==> src/verilog/eye_config.svh <==
/* Widths and reset values shared by the eye tracker RTL.
   EYE_DIV_CYCLES must stay equal to EYE_SUM_XY_WIDTH. */
`ifndef EYE_CONFIG_SVH
`define EYE_CONFIG_SVH

// Camera and coordinates
`define EYE_PIX_WIDTH       8
`define EYE_COORD_WIDTH     10

// Moment sums
`define EYE_SUM_S_WIDTH     20
`define EYE_SUM_XY_WIDTH    28

// Host bus
`define EYE_REG_ADDR_WIDTH  8
`define EYE_REG_DATA_WIDTH  8
`define EYE_THRESHOLD_RESET 8'h40

// One quotient bit per cycle
`define EYE_DIV_CYCLES      `EYE_SUM_XY_WIDTH

`endif

==> src/verilog/eye_pkg.sv <==
/* Register map and divider states. Unmapped addresses read as zero. */
`include "eye_config.svh"

package eye_pkg;

    // Host register addresses
    typedef enum logic [`EYE_REG_ADDR_WIDTH-1:0] {
        THRESHOLD   = 'h00,
        CONTROL     = 'h01,
        STATUS      = 'h02,
        FRAME_COUNT = 'h03,
        DROP_COUNT  = 'h04,
        SUM_S0      = 'h10,
        SUM_S1      = 'h11,
        SUM_S2      = 'h12,
        CX_LO       = 'h14,
        CX_HI       = 'h15,
        CY_LO       = 'h16,
        CY_HI       = 'h17
    } eye_reg_addr_e;

    // Centroid divider FSM
    typedef enum logic [1:0] {
        IDLE = 2'd0,
        RUN  = 2'd1,
        DONE = 2'd2
    } div_state_e;

endpackage

==> src/verilog/eye_ifs.sv <==
/* Pixel stream and centroid buses, all on cclk. Valid flags are
   single-cycle strobes with no back-pressure. */
`timescale 1ns/1ps
`include "eye_config.svh"

// --------------------
// Thresholded pixel pairs
// --------------------
interface pixel_if;
    logic                        pix_valid;
    logic                        frame_end;
    logic [`EYE_COORD_WIDTH-1:0] x;
    logic [`EYE_COORD_WIDTH-1:0] y;
    logic                        hit_l;
    logic                        hit_r;

    modport source (output pix_valid, frame_end, x, y, hit_l, hit_r);
    modport sink   (input  pix_valid, frame_end, x, y, hit_l, hit_r);
endinterface

// --------------------
// Frame moments and centroid result
// --------------------
interface centroid_if;
    logic                         sums_valid;
    logic [`EYE_SUM_S_WIDTH-1:0]  sum_s;
    logic [`EYE_SUM_XY_WIDTH-1:0] sum_sx;
    logic [`EYE_SUM_XY_WIDTH-1:0] sum_sy;
    logic                         result_valid;
    logic [`EYE_COORD_WIDTH-1:0]  cx;
    logic [`EYE_COORD_WIDTH-1:0]  cy;
    logic                         no_target;

    modport accum   (output sums_valid, sum_s, sum_sx, sum_sy);
    modport divider (input  sums_valid, sum_s, sum_sx, sum_sy,
                     output result_valid, cx, cy, no_target);
    modport regs    (input  sums_valid, sum_s, result_valid, cx, cy, no_target);
endinterface

==> src/verilog/centroid_divider.sv <==
/* Two restoring divisions in parallel, one quotient bit per cycle.
   Frames arriving while busy are ignored; no result is sent for them. */
`timescale 1ns/1ps
`include "eye_config.svh"

module centroid_divider (
    input  logic          cclk,
    input  logic          rst_n,
    centroid_if.divider   cen
);

    import eye_pkg::*;

    localparam int SW    = `EYE_SUM_S_WIDTH;
    localparam int XYW   = `EYE_SUM_XY_WIDTH;
    localparam int CW    = `EYE_COORD_WIDTH;
    localparam int N     = `EYE_DIV_CYCLES;
    localparam int CNT_W = $clog2(N + 1);

    div_state_e        state;
    logic [CNT_W-1:0]  iter;
    logic [SW-1:0]     divisor;
    logic [SW-1:0]     rem_x;
    logic [SW-1:0]     rem_y;
    logic [XYW-1:0]    quo_x;
    logic [XYW-1:0]    quo_y;
    logic [SW+XYW-1:0] step_x;
    logic [SW+XYW-1:0] step_y;
    logic              zero_div;

    // One restoring step, returns {remainder, shifted quotient}
    function automatic logic [SW+XYW-1:0] div_step(
        input logic [SW-1:0]  rem,
        input logic [XYW-1:0] quo,
        input logic [SW-1:0]  dvsr
    );
        logic [SW:0]       trial;
        logic [SW:0]       diff;
        logic [SW+XYW-1:0] res;
        trial = {rem, quo[XYW-1]};
        diff  = trial - {1'b0, dvsr};
        if (trial >= {1'b0, dvsr}) begin
            res = {diff[SW-1:0], quo[XYW-2:0], 1'b1};
        end else begin
            res = {trial[SW-1:0], quo[XYW-2:0], 1'b0};
        end
        return res;
    endfunction

    assign step_x   = div_step(rem_x, quo_x, divisor);
    assign step_y   = div_step(rem_y, quo_y, divisor);
    assign zero_div = (divisor == '0);

    // --------------------
    // Control FSM
    // --------------------
    always_ff @(posedge cclk or negedge rst_n) begin
        if (!rst_n) begin
            state            <= IDLE;
            iter             <= '0;
            cen.result_valid <= 1'b0;
        end else begin
            cen.result_valid <= 1'b0;
            case (state)
                IDLE: begin
                    iter <= '0;
                    if (cen.sums_valid) begin
                        state <= RUN;
                    end
                end
                RUN: begin
                    iter <= iter + CNT_W'(1);
                    if (iter == CNT_W'(N - 1)) begin
                        state <= DONE;
                    end
                end
                DONE: begin
                    state            <= IDLE;
                    cen.result_valid <= 1'b1;
                end
                default: state <= IDLE;
            endcase
        end
    end

    // Datapath, dividend doubles as quotient shift register
    always_ff @(posedge cclk) begin
        case (state)
            IDLE: begin
                if (cen.sums_valid) begin
                    divisor <= cen.sum_s;
                    quo_x   <= cen.sum_sx;
                    quo_y   <= cen.sum_sy;
                    rem_x   <= '0;
                    rem_y   <= '0;
                end
            end
            RUN: begin
                {rem_x, quo_x} <= step_x;
                {rem_y, quo_y} <= step_y;
            end
            DONE: begin
                // Empty frame reports origin plus no_target
                cen.no_target <= zero_div;
                cen.cx        <= zero_div ? '0 : quo_x[CW-1:0];
                cen.cy        <= zero_div ? '0 : quo_y[CW-1:0];
            end
            default: ;
        endcase
    end

endmodule

==> src/verilog/cl_pixel_in.sv <==
/* Camera Link base receiver, two taps per clock, valids active high.
   Needs fval low for a cycle between frames and lval low between lines. */
`timescale 1ns/1ps
`include "eye_config.svh"

module cl_pixel_in (
    input  logic                       cclk,
    input  logic                       rst_n,
    input  logic                       fval,
    input  logic                       lval,
    input  logic                       dval,
    input  logic [`EYE_PIX_WIDTH-1:0]  data_l,
    input  logic [`EYE_PIX_WIDTH-1:0]  data_r,
    input  logic [`EYE_PIX_WIDTH-1:0]  threshold,
    input  logic                       enable,
    pixel_if.source                    pix
);

    localparam int PW = `EYE_PIX_WIDTH;
    localparam int CW = `EYE_COORD_WIDTH;

    logic          fval_q;
    logic          lval_q;
    logic          dval_q;
    logic          fval_qq;
    logic          lval_qq;
    logic [PW-1:0] data_l_q;
    logic [PW-1:0] data_r_q;
    logic [CW-1:0] x_cnt;
    logic [CW-1:0] y_cnt;
    logic          pair_valid;
    logic          line_end;
    logic          frame_fall;

    assign pair_valid = fval_q & lval_q & dval_q;
    assign line_end   = lval_qq & ~lval_q;
    assign frame_fall = fval_qq & ~fval_q;

    // --------------------
    // Input sampling
    // --------------------
    always_ff @(posedge cclk or negedge rst_n) begin
        if (!rst_n) begin
            fval_q  <= 1'b0;
            lval_q  <= 1'b0;
            dval_q  <= 1'b0;
            fval_qq <= 1'b0;
            lval_qq <= 1'b0;
        end else begin
            fval_q  <= fval;
            lval_q  <= lval;
            dval_q  <= dval;
            fval_qq <= fval_q;
            lval_qq <= lval_q;
        end
    end

    always_ff @(posedge cclk) begin
        data_l_q <= data_l;
        data_r_q <= data_r;
    end

    // Coordinates of the pair now in the sample stage
    always_ff @(posedge cclk or negedge rst_n) begin
        if (!rst_n) begin
            x_cnt <= '0;
            y_cnt <= '0;
        end else begin
            if (!lval_q) begin
                x_cnt <= '0;
            end else if (pair_valid) begin
                x_cnt <= x_cnt + CW'(2);
            end
            // Held at zero in frame blanking, so a frame starts on line 0
            if (!fval_q) begin
                y_cnt <= '0;
            end else if (line_end) begin
                y_cnt <= y_cnt + CW'(1);
            end
        end
    end

    // --------------------
    // Output stage
    // --------------------
    always_ff @(posedge cclk or negedge rst_n) begin
        if (!rst_n) begin
            pix.pix_valid <= 1'b0;
            pix.frame_end <= 1'b0;
        end else begin
            pix.pix_valid <= pair_valid;
            pix.frame_end <= frame_fall;
        end
    end

    // Darker than threshold counts as pupil
    always_ff @(posedge cclk) begin
        pix.x     <= x_cnt;
        pix.y     <= y_cnt;
        pix.hit_l <= enable && (data_l_q < threshold);
        pix.hit_r <= enable && (data_r_q < threshold);
    end

endmodule

==> src/verilog/eye_tracker_regs.sv <==
/* Byte-wide host registers on cclk; write and read strobes never together.
   Read data returns one cycle after reg_re with reg_rvalid for that cycle. */
`timescale 1ns/1ps
`include "eye_config.svh"

module eye_tracker_regs (
    input  logic                           cclk,
    input  logic                           rst_n,
    input  logic [`EYE_REG_ADDR_WIDTH-1:0] reg_addr,
    input  logic                           reg_we,
    input  logic                           reg_re,
    input  logic [`EYE_REG_DATA_WIDTH-1:0] reg_wdata,
    output logic [`EYE_REG_DATA_WIDTH-1:0] reg_rdata,
    output logic                           reg_rvalid,
    output logic [`EYE_PIX_WIDTH-1:0]      threshold,
    output logic                           enable,
    centroid_if.regs                       cen
);

    import eye_pkg::*;

    localparam int PW    = `EYE_PIX_WIDTH;
    localparam int SW    = `EYE_SUM_S_WIDTH;
    localparam int CW    = `EYE_COORD_WIDTH;
    localparam int DW    = `EYE_REG_DATA_WIDTH;
    localparam int SUM_W = 3 * DW;
    localparam int CRD_W = 2 * DW;

    logic [SW-1:0]    sum_snap;
    logic [CW-1:0]    cx_snap;
    logic [CW-1:0]    cy_snap;
    logic             no_target_snap;
    logic [DW-1:0]    frame_count;
    logic [DW-1:0]    drop_count;
    logic             result_ready;
    logic             pending;
    logic             drop;
    logic             accept;
    logic             status_rd;
    logic [SUM_W-1:0] sum_ext;
    logic [CRD_W-1:0] cx_ext;
    logic [CRD_W-1:0] cy_ext;
    logic [DW-1:0]    rd_mux;

    // A frame is lost when the divider still owes a result
    assign drop      = cen.sums_valid & pending & ~cen.result_valid;
    assign accept    = cen.sums_valid & ~drop;
    assign status_rd = reg_re & (reg_addr == STATUS);
    assign sum_ext   = SUM_W'(sum_snap);
    assign cx_ext    = CRD_W'(cx_snap);
    assign cy_ext    = CRD_W'(cy_snap);

    always_ff @(posedge cclk or negedge rst_n) begin
        if (!rst_n) begin
            threshold      <= PW'(`EYE_THRESHOLD_RESET);
            enable         <= 1'b1;
            sum_snap       <= '0;
            cx_snap        <= '0;
            cy_snap        <= '0;
            no_target_snap <= 1'b0;
            frame_count    <= '0;
            drop_count     <= '0;
            result_ready   <= 1'b0;
            pending        <= 1'b0;
        end else begin
            if (reg_we && reg_addr == THRESHOLD) begin
                threshold <= PW'(reg_wdata);
            end
            if (reg_we && reg_addr == CONTROL) begin
                enable <= reg_wdata[0];
            end
            pending <= accept | (pending & ~cen.result_valid);
            if (accept) begin
                sum_snap <= cen.sum_s;
            end
            if (cen.result_valid) begin
                cx_snap        <= cen.cx;
                cy_snap        <= cen.cy;
                no_target_snap <= cen.no_target;
                frame_count    <= frame_count + DW'(1);
            end
            if (drop && drop_count != '1) begin
                drop_count <= drop_count + DW'(1);
            end
            // New result wins over a clearing read in the same cycle
            if (cen.result_valid) begin
                result_ready <= 1'b1;
            end else if (status_rd) begin
                result_ready <= 1'b0;
            end
        end
    end

    // --------------------
    // Read decode
    // --------------------
    always_comb begin
        case (eye_reg_addr_e'(reg_addr))
            THRESHOLD:   rd_mux = DW'(threshold);
            CONTROL:     rd_mux = DW'(enable);
            STATUS:      rd_mux = DW'({result_ready, no_target_snap});
            FRAME_COUNT: rd_mux = frame_count;
            DROP_COUNT:  rd_mux = drop_count;
            SUM_S0:      rd_mux = sum_ext[DW-1:0];
            SUM_S1:      rd_mux = sum_ext[2*DW-1:DW];
            SUM_S2:      rd_mux = sum_ext[3*DW-1:2*DW];
            CX_LO:       rd_mux = cx_ext[DW-1:0];
            CX_HI:       rd_mux = cx_ext[2*DW-1:DW];
            CY_LO:       rd_mux = cy_ext[DW-1:0];
            CY_HI:       rd_mux = cy_ext[2*DW-1:DW];
            default:     rd_mux = '0;
        endcase
    end

    always_ff @(posedge cclk or negedge rst_n) begin
        if (!rst_n) begin
            reg_rdata  <= '0;
            reg_rvalid <= 1'b0;
        end else begin
            reg_rvalid <= reg_re;
            if (reg_re) begin
                reg_rdata <= rd_mux;
            end
        end
    end

endmodule

==> src/verilog/eye_tracker_top.sv <==
/* Pupil tracker core, single clock domain on the camera clock.
   track_done pulses EYE_DIV_CYCLES + 5 cycles after fval falls. */
`timescale 1ns/1ps
`include "eye_config.svh"

module eye_tracker_top (
    input  logic                           cclk,
    input  logic                           rst_n,
    input  logic                           fval,
    input  logic                           lval,
    input  logic                           dval,
    input  logic [`EYE_PIX_WIDTH-1:0]      data_l,
    input  logic [`EYE_PIX_WIDTH-1:0]      data_r,
    input  logic [`EYE_REG_ADDR_WIDTH-1:0] reg_addr,
    input  logic                           reg_we,
    input  logic                           reg_re,
    input  logic [`EYE_REG_DATA_WIDTH-1:0] reg_wdata,
    output logic [`EYE_REG_DATA_WIDTH-1:0] reg_rdata,
    output logic                           reg_rvalid,
    output logic                           track_done
);

    logic [`EYE_PIX_WIDTH-1:0] threshold;
    logic                      enable;

    pixel_if    pix_bus ();
    centroid_if cen_bus ();

    // Camera front end, steered by the register block
    cl_pixel_in u_cl_pixel_in (
        .cclk      (cclk),
        .rst_n     (rst_n),
        .fval      (fval),
        .lval      (lval),
        .dval      (dval),
        .data_l    (data_l),
        .data_r    (data_r),
        .threshold (threshold),
        .enable    (enable),
        .pix       (pix_bus.source)
    );

    pupil_moment_accum u_pupil_moment_accum (
        .cclk  (cclk),
        .rst_n (rst_n),
        .pix   (pix_bus.sink),
        .cen   (cen_bus.accum)
    );

    centroid_divider u_centroid_divider (
        .cclk  (cclk),
        .rst_n (rst_n),
        .cen   (cen_bus.divider)
    );

    eye_tracker_regs u_eye_tracker_regs (
        .cclk       (cclk),
        .rst_n      (rst_n),
        .reg_addr   (reg_addr),
        .reg_we     (reg_we),
        .reg_re     (reg_re),
        .reg_wdata  (reg_wdata),
        .reg_rdata  (reg_rdata),
        .reg_rvalid (reg_rvalid),
        .threshold  (threshold),
        .enable     (enable),
        .cen        (cen_bus.regs)
    );

    assign track_done = cen_bus.result_valid;

endmodule

==> src/verilog/pupil_moment_accum.sv <==
/* Pupil moments summed on the fly over one frame. Sum widths must
   cover the largest frame that the camera delivers. */
`timescale 1ns/1ps
`include "eye_config.svh"

module pupil_moment_accum (
    input  logic         cclk,
    input  logic         rst_n,
    pixel_if.sink        pix,
    centroid_if.accum    cen
);

    localparam int SW  = `EYE_SUM_S_WIDTH;
    localparam int XYW = `EYE_SUM_XY_WIDTH;

    logic [SW-1:0]  acc_s;
    logic [XYW-1:0] acc_sx;
    logic [XYW-1:0] acc_sy;
    logic [SW-1:0]  add_s;
    logic [XYW-1:0] add_sx;
    logic [XYW-1:0] add_sy;
    logic [XYW-1:0] x_l;
    logic [XYW-1:0] x_r;
    logic [XYW-1:0] y_w;

    // Right tap sits one column after the left
    assign x_l = XYW'(pix.x);
    assign x_r = XYW'(pix.x) + XYW'(1);
    assign y_w = XYW'(pix.y);

    always_comb begin
        add_s  = SW'(pix.hit_l) + SW'(pix.hit_r);
        add_sx = (pix.hit_l ? x_l : '0) + (pix.hit_r ? x_r : '0);
        add_sy = (pix.hit_l ? y_w : '0) + (pix.hit_r ? y_w : '0);
    end

    // --------------------
    // Running sums
    // --------------------
    always_ff @(posedge cclk or negedge rst_n) begin
        if (!rst_n) begin
            acc_s          <= '0;
            acc_sx         <= '0;
            acc_sy         <= '0;
            cen.sums_valid <= 1'b0;
        end else begin
            cen.sums_valid <= pix.frame_end;
            if (pix.frame_end) begin
                acc_s  <= '0;
                acc_sx <= '0;
                acc_sy <= '0;
            end else if (pix.pix_valid) begin
                acc_s  <= acc_s + add_s;
                acc_sx <= acc_sx + add_sx;
                acc_sy <= acc_sy + add_sy;
            end
        end
    end

    // Frame totals, held until the next frame end
    always_ff @(posedge cclk) begin
        if (pix.frame_end) begin
            cen.sum_s  <= acc_s;
            cen.sum_sx <= acc_sx;
            cen.sum_sy <= acc_sy;
        end
    end

endmodule
==> config.mk <==
export PLATFORM = sky130hd
export DESIGN_NAME = eye_tracker_top
export DESIGN_NICKNAME = d
export VERILOG_FILES = /design/src/verilog/eye_pkg.sv /design/src/verilog/eye_ifs.sv /design/src/verilog/centroid_divider.sv /design/src/verilog/cl_pixel_in.sv /design/src/verilog/eye_tracker_regs.sv /design/src/verilog/eye_tracker_top.sv /design/src/verilog/pupil_moment_accum.sv
export VERILOG_INCLUDE_DIRS = /design/src /design/src/verilog
export SDC_FILE = /design/constraint.sdc
export NUM_CORES = 1
export LEC_CHECK = 0
export ABC_CLOCK_PERIOD_IN_PS = 9330
export BUFFER_PORTS_ARGS = -buffer_cell sky130_fd_sc_hd__buf_2
export CORE_ASPECT_RATIO = 0.7
export CORE_MARGIN = 2
export CORE_UTILIZATION = 65
export CTS_CLUSTER_DIAMETER = 150
export DETAILED_ROUTE_END_ITERATION = 8
export PLACE_DENSITY = 0.84
export SYNTH_ARGS = -nofsm -noshare
export SYNTH_HDL_FRONTEND = slang
export SYNTH_SLANG_ARGS = --single-unit
==> constraint.sdc <==
create_clock -name cclk -period 9.33 [get_ports cclk]
set_input_delay 0.4665 -clock cclk [delete_from_list [all_inputs] [get_ports cclk]]
set_output_delay 0.4665 -clock cclk [all_outputs]
set_load 0.005 [all_outputs]
# == Yosys cells after proc, flatten, opt, wreduce, memory -nomap -nowiden ==
# Cells that the tools add are included.
# W data, S select, Z words.
# word_totals
reg_bits,440
# op_classes
addsub,14
magnitude_cmp,4
eq_ne,19
mux,31
bitwise_logic,14
reduce_logical,14
# ops
op,n
$mux W28,7
$add A28 B28 Y28,4
$pmux W28 S2,2
$mux W48,2
$pmux W8 S12,1
$pmux W20 S2,2
$mux W10,7
$mux W20,3
$eq A8 B5 Y1 const B,7
$ge A21 B20 Y1,2
$sub A20 B20 Y20,2
$add A20 B20 Y20,1
$logic_not A20 Y1,1
$add A8 B1 Y8 const B,2
$eq A8 B2 Y1 const B,2
$lt A8 B8 Y1,2
$add A10 B1 Y11 const B,1
$add A10 B1 Y10 const B,1
$add A10 B2 Y10 const B,1
$pmux W5 S2,1
$and A1 B1 Y1,9
$eq A8 B1 Y1 const B,1
$eq A8 B3 Y1 const B,1
$logic_not A8 Y1,1
other kinds (17),33

# == Depth between registers and ports, before layout ==
# depth
word_depth,6
depth_mapped,16
depth_no_buf,14

# == By module ==
# Synthesis repeated with hierarchy kept, for this count alone.
# hier_totals
hier_cells,1950
hier_area_um2,21861.0
# by_module_without_submodules
module,n_inst,cells_each,area_per_inst_um2,seq_area_each_um2
centroid_divider,1,794,8162.8,4314.1
pupil_moment_accum,1,676,7793.7,4209.0
eye_tracker_regs,1,296,3672.3,1929.4
cl_pixel_in,1,184,2232.1,1391.3

# == Worst setup path after synthesis ==
# OpenSTA, ideal clock, no wires.
# synth_timing
path_kind,reg-to-reg
startpoint,register u_centroid_divider.state[1]
endpoint,register u_centroid_divider.quo_x[0] (enable)
arrival_ns,4.608
required_time_ns,8.778
setup_slack_ns,4.170
path_stages_with_launch,3
path_buffers,1
path_cell_list,dfrtp_1 > clkbuf_1 > nor2_1
# synth_via
elab_chain_len,3
elab_cells_between_ends,5
cone_classes,eq/ne (2); reduce/logical (3)
# synth_lines
item,line,source
from (decl),centroid_divider.sv:20,div_state_e state;
from (signal assigned),centroid_divider.sv:59,state <= IDLE;
from (signal assigned),centroid_divider.sv:68,state <= RUN;
from (signal assigned),centroid_divider.sv:74,state <= DONE;
$eq A2 B1 Y1 / $logic_not A2 Y1 (equally long branches),centroid_divider.sv:88,case (state)
$reduce_bool A2 Y1 (no line) / $ne A2 B2 Y1 (equally long branches),n/a,
$reduce_and A2 Y1 (no line) (*),n/a,
to (signal assigned),centroid_divider.sv:92,quo_x <= cen.sum_sx;
to (signal assigned),centroid_divider.sv:99,"{rem_x, quo_x} <= step_x;"
to (decl),centroid_divider.sv:25,logic [XYW-1:0] quo_x;
# Every way passes the cells marked *; elsewhere a longest branch is shown, timed or not.
# A chain may end at the register's enable or synchronous reset.

# == Final worst setup path ==
# layout_timing
startpoint,register u_cl_pixel_in.pix.hit_l
endpoint,register u_pupil_moment_accum.acc_sx[21]
# layout_via
elab_chain_len,5
# layout_lines
item,line,source
from (decl),eye_ifs.sv:17,"modport source (output pix_valid, frame_end, x, y, hit_l, hit_r);"
from (signal assigned),cl_pixel_in.sv:100,pix.hit_l <= enable && (data_l_q < threshold);
$mux W10,pupil_moment_accum.sv:33,add_sx = (pix.hit_l ? x_l : '0) + (pix.hit_r ? x_r : '0);
$add A28 B28 Y28,pupil_moment_accum.sv:33,
$add A28 B28 Y28,pupil_moment_accum.sv:54,acc_sx <= acc_sx + add_sx;
$mux W28,pupil_moment_accum.sv:52,end else if (pix.pix_valid) begin
$mux W28,pupil_moment_accum.sv:48,if (pix.frame_end) begin
to (signal assigned),pupil_moment_accum.sv:54,
to (decl),pupil_moment_accum.sv:17,logic [XYW-1:0] acc_sx;
# Every way passes these cells. The select of a mux whose other input is x is not followed.

==> run summary <==
Post-Synth Adder-Cell Area - 7.28%
Reg area - 11800 µm²
#FFs+latches synth - 438
Worst EP arrival - 4.63 ns
Clock Tree Buf Depth - 3
post-synthesis mux area share - 5.38%
clk_skew - 0.0312 ns
H-Tree Depth - 2
synth warn - 0
largest family of logic cells by synthesized area - simple AND/OR/NAND/NOR gates
Placement Cell Area - 21800 µm²
ANT cells - 0
largest net degree at the start of global routing - 117
detailed placer's ending HPWL - 29.2 mm
sequential area share after synthesis - 55.9%
Syn Inst Count - 1903
Fin. Hold Viols - 0
top cell type's share of synthesized area - 30.2%
count of final setup violators - 0
Port Buf Inserts - 48
Multi-input gate area - 8710 µm²
RSZ-0062 raised after global routing - false
CTS Root Cell - clkbuf_16
most frequent cells in the layout - nand2_1 (281), edfxtp_1 (213), dfrtp_1 (185)
Mapped Area - 21200 µm²
Post-synth EDFFs - 213
die width - 220 µm
# DRC - 0
asr flop ratio synth - 42.9%
Final Max Tran Viols - 0
Synth cell types - 90
IO Pins - 49
Util after Layout - 72.3%
Synth Area in Compound Gates - 9.44%
clock slew at reported path FFs - 0.06 ns
Max Cap Viol - 0
XOR/XNOR Fraction of Synth Area - 4.09%
CP Data Required Time - 9.76 ns
gr ovfl total - 0
Die Area - 34100 µm²
Detailed Route Iter0 Violations - 1524
Crit. End Element - register
Initial Utilization - 65.8%
TritonCTS clock tree - built
vias - 14300
Clock Sinks - 438
drt wl/cell - 18.2 µm
commonest non-fill, non-tap cell in the layout - nand2_1
# fillers - 2083
Peak Freq - 238 MHz
Finished Layout Cells - 2401
Synth Area in Simple Gates - 14.7%
max_slew headroom - 22.8%
Row Count - 55
Worst-Skew Late Latency - 0.57 ns
hold_ws - 0.0164 ns
Tcrit/Tclk final - 45.1%
status - complete, no violations
post-route total power - 6.02 mW
layout cells sized above 1 - 10.1%
Core Region - 32200 µm²
hold crit path type - primary input to asynchronous set/reset pin
Synth-to-Final Area Change - 9.84%
syn_area_per_cell - 11.1 µm²
Routed WL - 43.8 mm
min cycle time layout - 4.20 ns
post-route ant nets - 0
slew of the pin with the lowest slew margin - 1.15 ns
number of global-route vias before repair - 13900
Critical Path Fanout Max - 20
Crit Path Class - register to register
Placed Cells incl. Taps - 2321
pre-CTS setup slack - 5.26 ns
Syn Nets - 2051
vias per inst - 5.98
largest cells by area after synthesis - edfxtp_1 (30%), dfrtp_1 (22%), ha_1 (5.0%)
area leader, netlist - edfxtp_1
GPL Wtd Cong - 0.926
predominant post-synthesis flop cell - edfxtp_1
Max VDD drop - 0.253 mV
Total GRT Usage - 26.3%
global-route wire length before repair - 71.5 mm
DR pass1 iterations - 5
setup TNS - 0 ns
final worst setup slack - 5.13 ns
P_leak - 10.4 nW
CP startpoint kind - register
NumNets Final - 2089
Final Cell Area - 23300 µm²
initial antenna violation count - 1
total CTS buffers - 41
DIE HEIGHT - 155 µm
pwr dens - 258 nW/µm²
[where the power goes]
group	internal (mW)	total (mW)	leakage [nW]	switching, mW
registers	2.46	2.63	5.14	0.166
logic	0.643	1.63	4.56	0.989
clock network	1.03	1.76	0.706	0.732
total	4.13	6.02	10.4	1.89
[final timing paths]
path | cells after the start | to | slack [ns] | from
setup / recovery | 14 | u_pupil_moment_accum.acc_sx[21] | 5.13 | u_cl_pixel_in.pix.hit_l
hold / removal | 1 | u_eye_tracker_regs.sum_snap[19] | 0.02 | rst_n
setup reg to reg | 14 | u_pupil_moment_accum.acc_sx[21] | 5.13 | u_cl_pixel_in.pix.hit_l
hold reg to reg | 0 | u_cl_pixel_in.pix.x[9] | 0.39 | u_cl_pixel_in.x_cnt[9]
max in group asynchronous | 2 | u_cl_pixel_in.pix.frame_end | 7.61 | rst_n
min in group cclk | 1 | u_cl_pixel_in.data_r_q[6] | 0.02 | data_r[6]
[worst max-delay path, stage by stage (launching register included)]
cell and delay, ns:
dfxtp_1 0.80, nand2_1 0.19, fa_1 0.49, inv_1 0.07, ha_1 0.19, inv_1 0.07
fa_1 0.42, nor2b_2 0.15, o21ai_1 0.08, a21boi_1 0.26, o31a_1 0.25, o2111ai_2 0.27
a21oi_1 0.29, and4_1 0.24, mux2_1 0.32
[layer usage]
metal / GRT usage (%) / vias to the layer above / share of wire, %
li1: - / 6769 / -
met1: 38.5 / 7027 / 45
met2: 41.4 / 471 / 47
met3: 4.16 / 80 / 6.3
met4: 6.87 / 2 / 2.0
met5: 0 / - / 0.025
[cells in the mapped netlist, types with 4 or more instances]
cell type and count:
ha_1 85, edfxtp_1 213, nor2_1 141, a21oi_1 89, and3_1 21, or2_1 5, o21ai_0 34, a21o_1 27
mux2_1 7, and2_1 21, mux2_2 48, inv_1 107, nand2_1 281, nor2b_1 44, dfrtp_1 186, a21boi_0 6
a22oi_1 7, a22o_1 10, clkbuf_1 60, xor2_1 38, fa_1 24, nand2b_1 10, xnor2_1 61, o21a_1 8
mux2i_1 52, a31oi_1 14, nor3_1 32, o21ai_1 23, a211oi_1 10, o31a_1 4, a221oi_1 5, buf_1 4
o31ai_1 8, nand3_1 46, or4_1 5, dfxtp_1 37, nor4_1 8, o21bai_1 5, or3_1 21, nor3b_1 6
nand4_1 18
[area by class of cell]
cell class,count,share of cell area [%]
sequential,438,50.9
timing repair buffer,63,1.60
clock inverter,13,0.639
clock buffer,63,5.46
tap,427,2.29
inverter,108,1.74
multi-input combinational,1289,37.4
[logic make-up (layout without fill, tap and decap cells)]
logic type               Yosys count  count (layout)
AO/OA/AOI/OAI                    299             299
XOR/XNOR                          99              99
adder cells (fa/ha/maj)          109             109
buffers and inverters            176             247
flip-flops                       438             438
multiplexers                     107             107
other                              1               1
AND/OR/NAND/NOR                  674             674
[sequential cells by signal, summed over array words and instances (netlist names), 9 cells and up]
register                         flops
u_pupil_moment_accum.cen.sum_s      20
u_centroid_divider.quo_x            28
u_cl_pixel_in.pix.y                 10
u_centroid_divider.rem_y            20
u_eye_tracker_regs.cx_snap          10
u_pupil_moment_accum.acc_sx         28
u_centroid_divider.quo_y            28
u_cl_pixel_in.x_cnt                  9
u_pupil_moment_accum.cen.sum_sy     28
u_pupil_moment_accum.cen.sum_sx     28
u_pupil_moment_accum.acc_sy         28
u_centroid_divider.cen.cx           10
u_centroid_divider.divisor          20
u_pupil_moment_accum.acc_s          20
u_centroid_divider.rem_x            20
u_cl_pixel_in.pix.x                  9
u_cl_pixel_in.y_cnt                 10
u_eye_tracker_regs.cy_snap          10
u_eye_tracker_regs.sum_snap         20
u_centroid_divider.cen.cy           10
[timing repair]
action,4_1_cts,5_1_grt
endpoints found under the setup margin,0,0
setup buffers,0,0
gates resized for setup,0,0
hold buffers,4,0
hold endpoints to repair,4,0
Note: power is estimated with default switching activity, not from simulation.
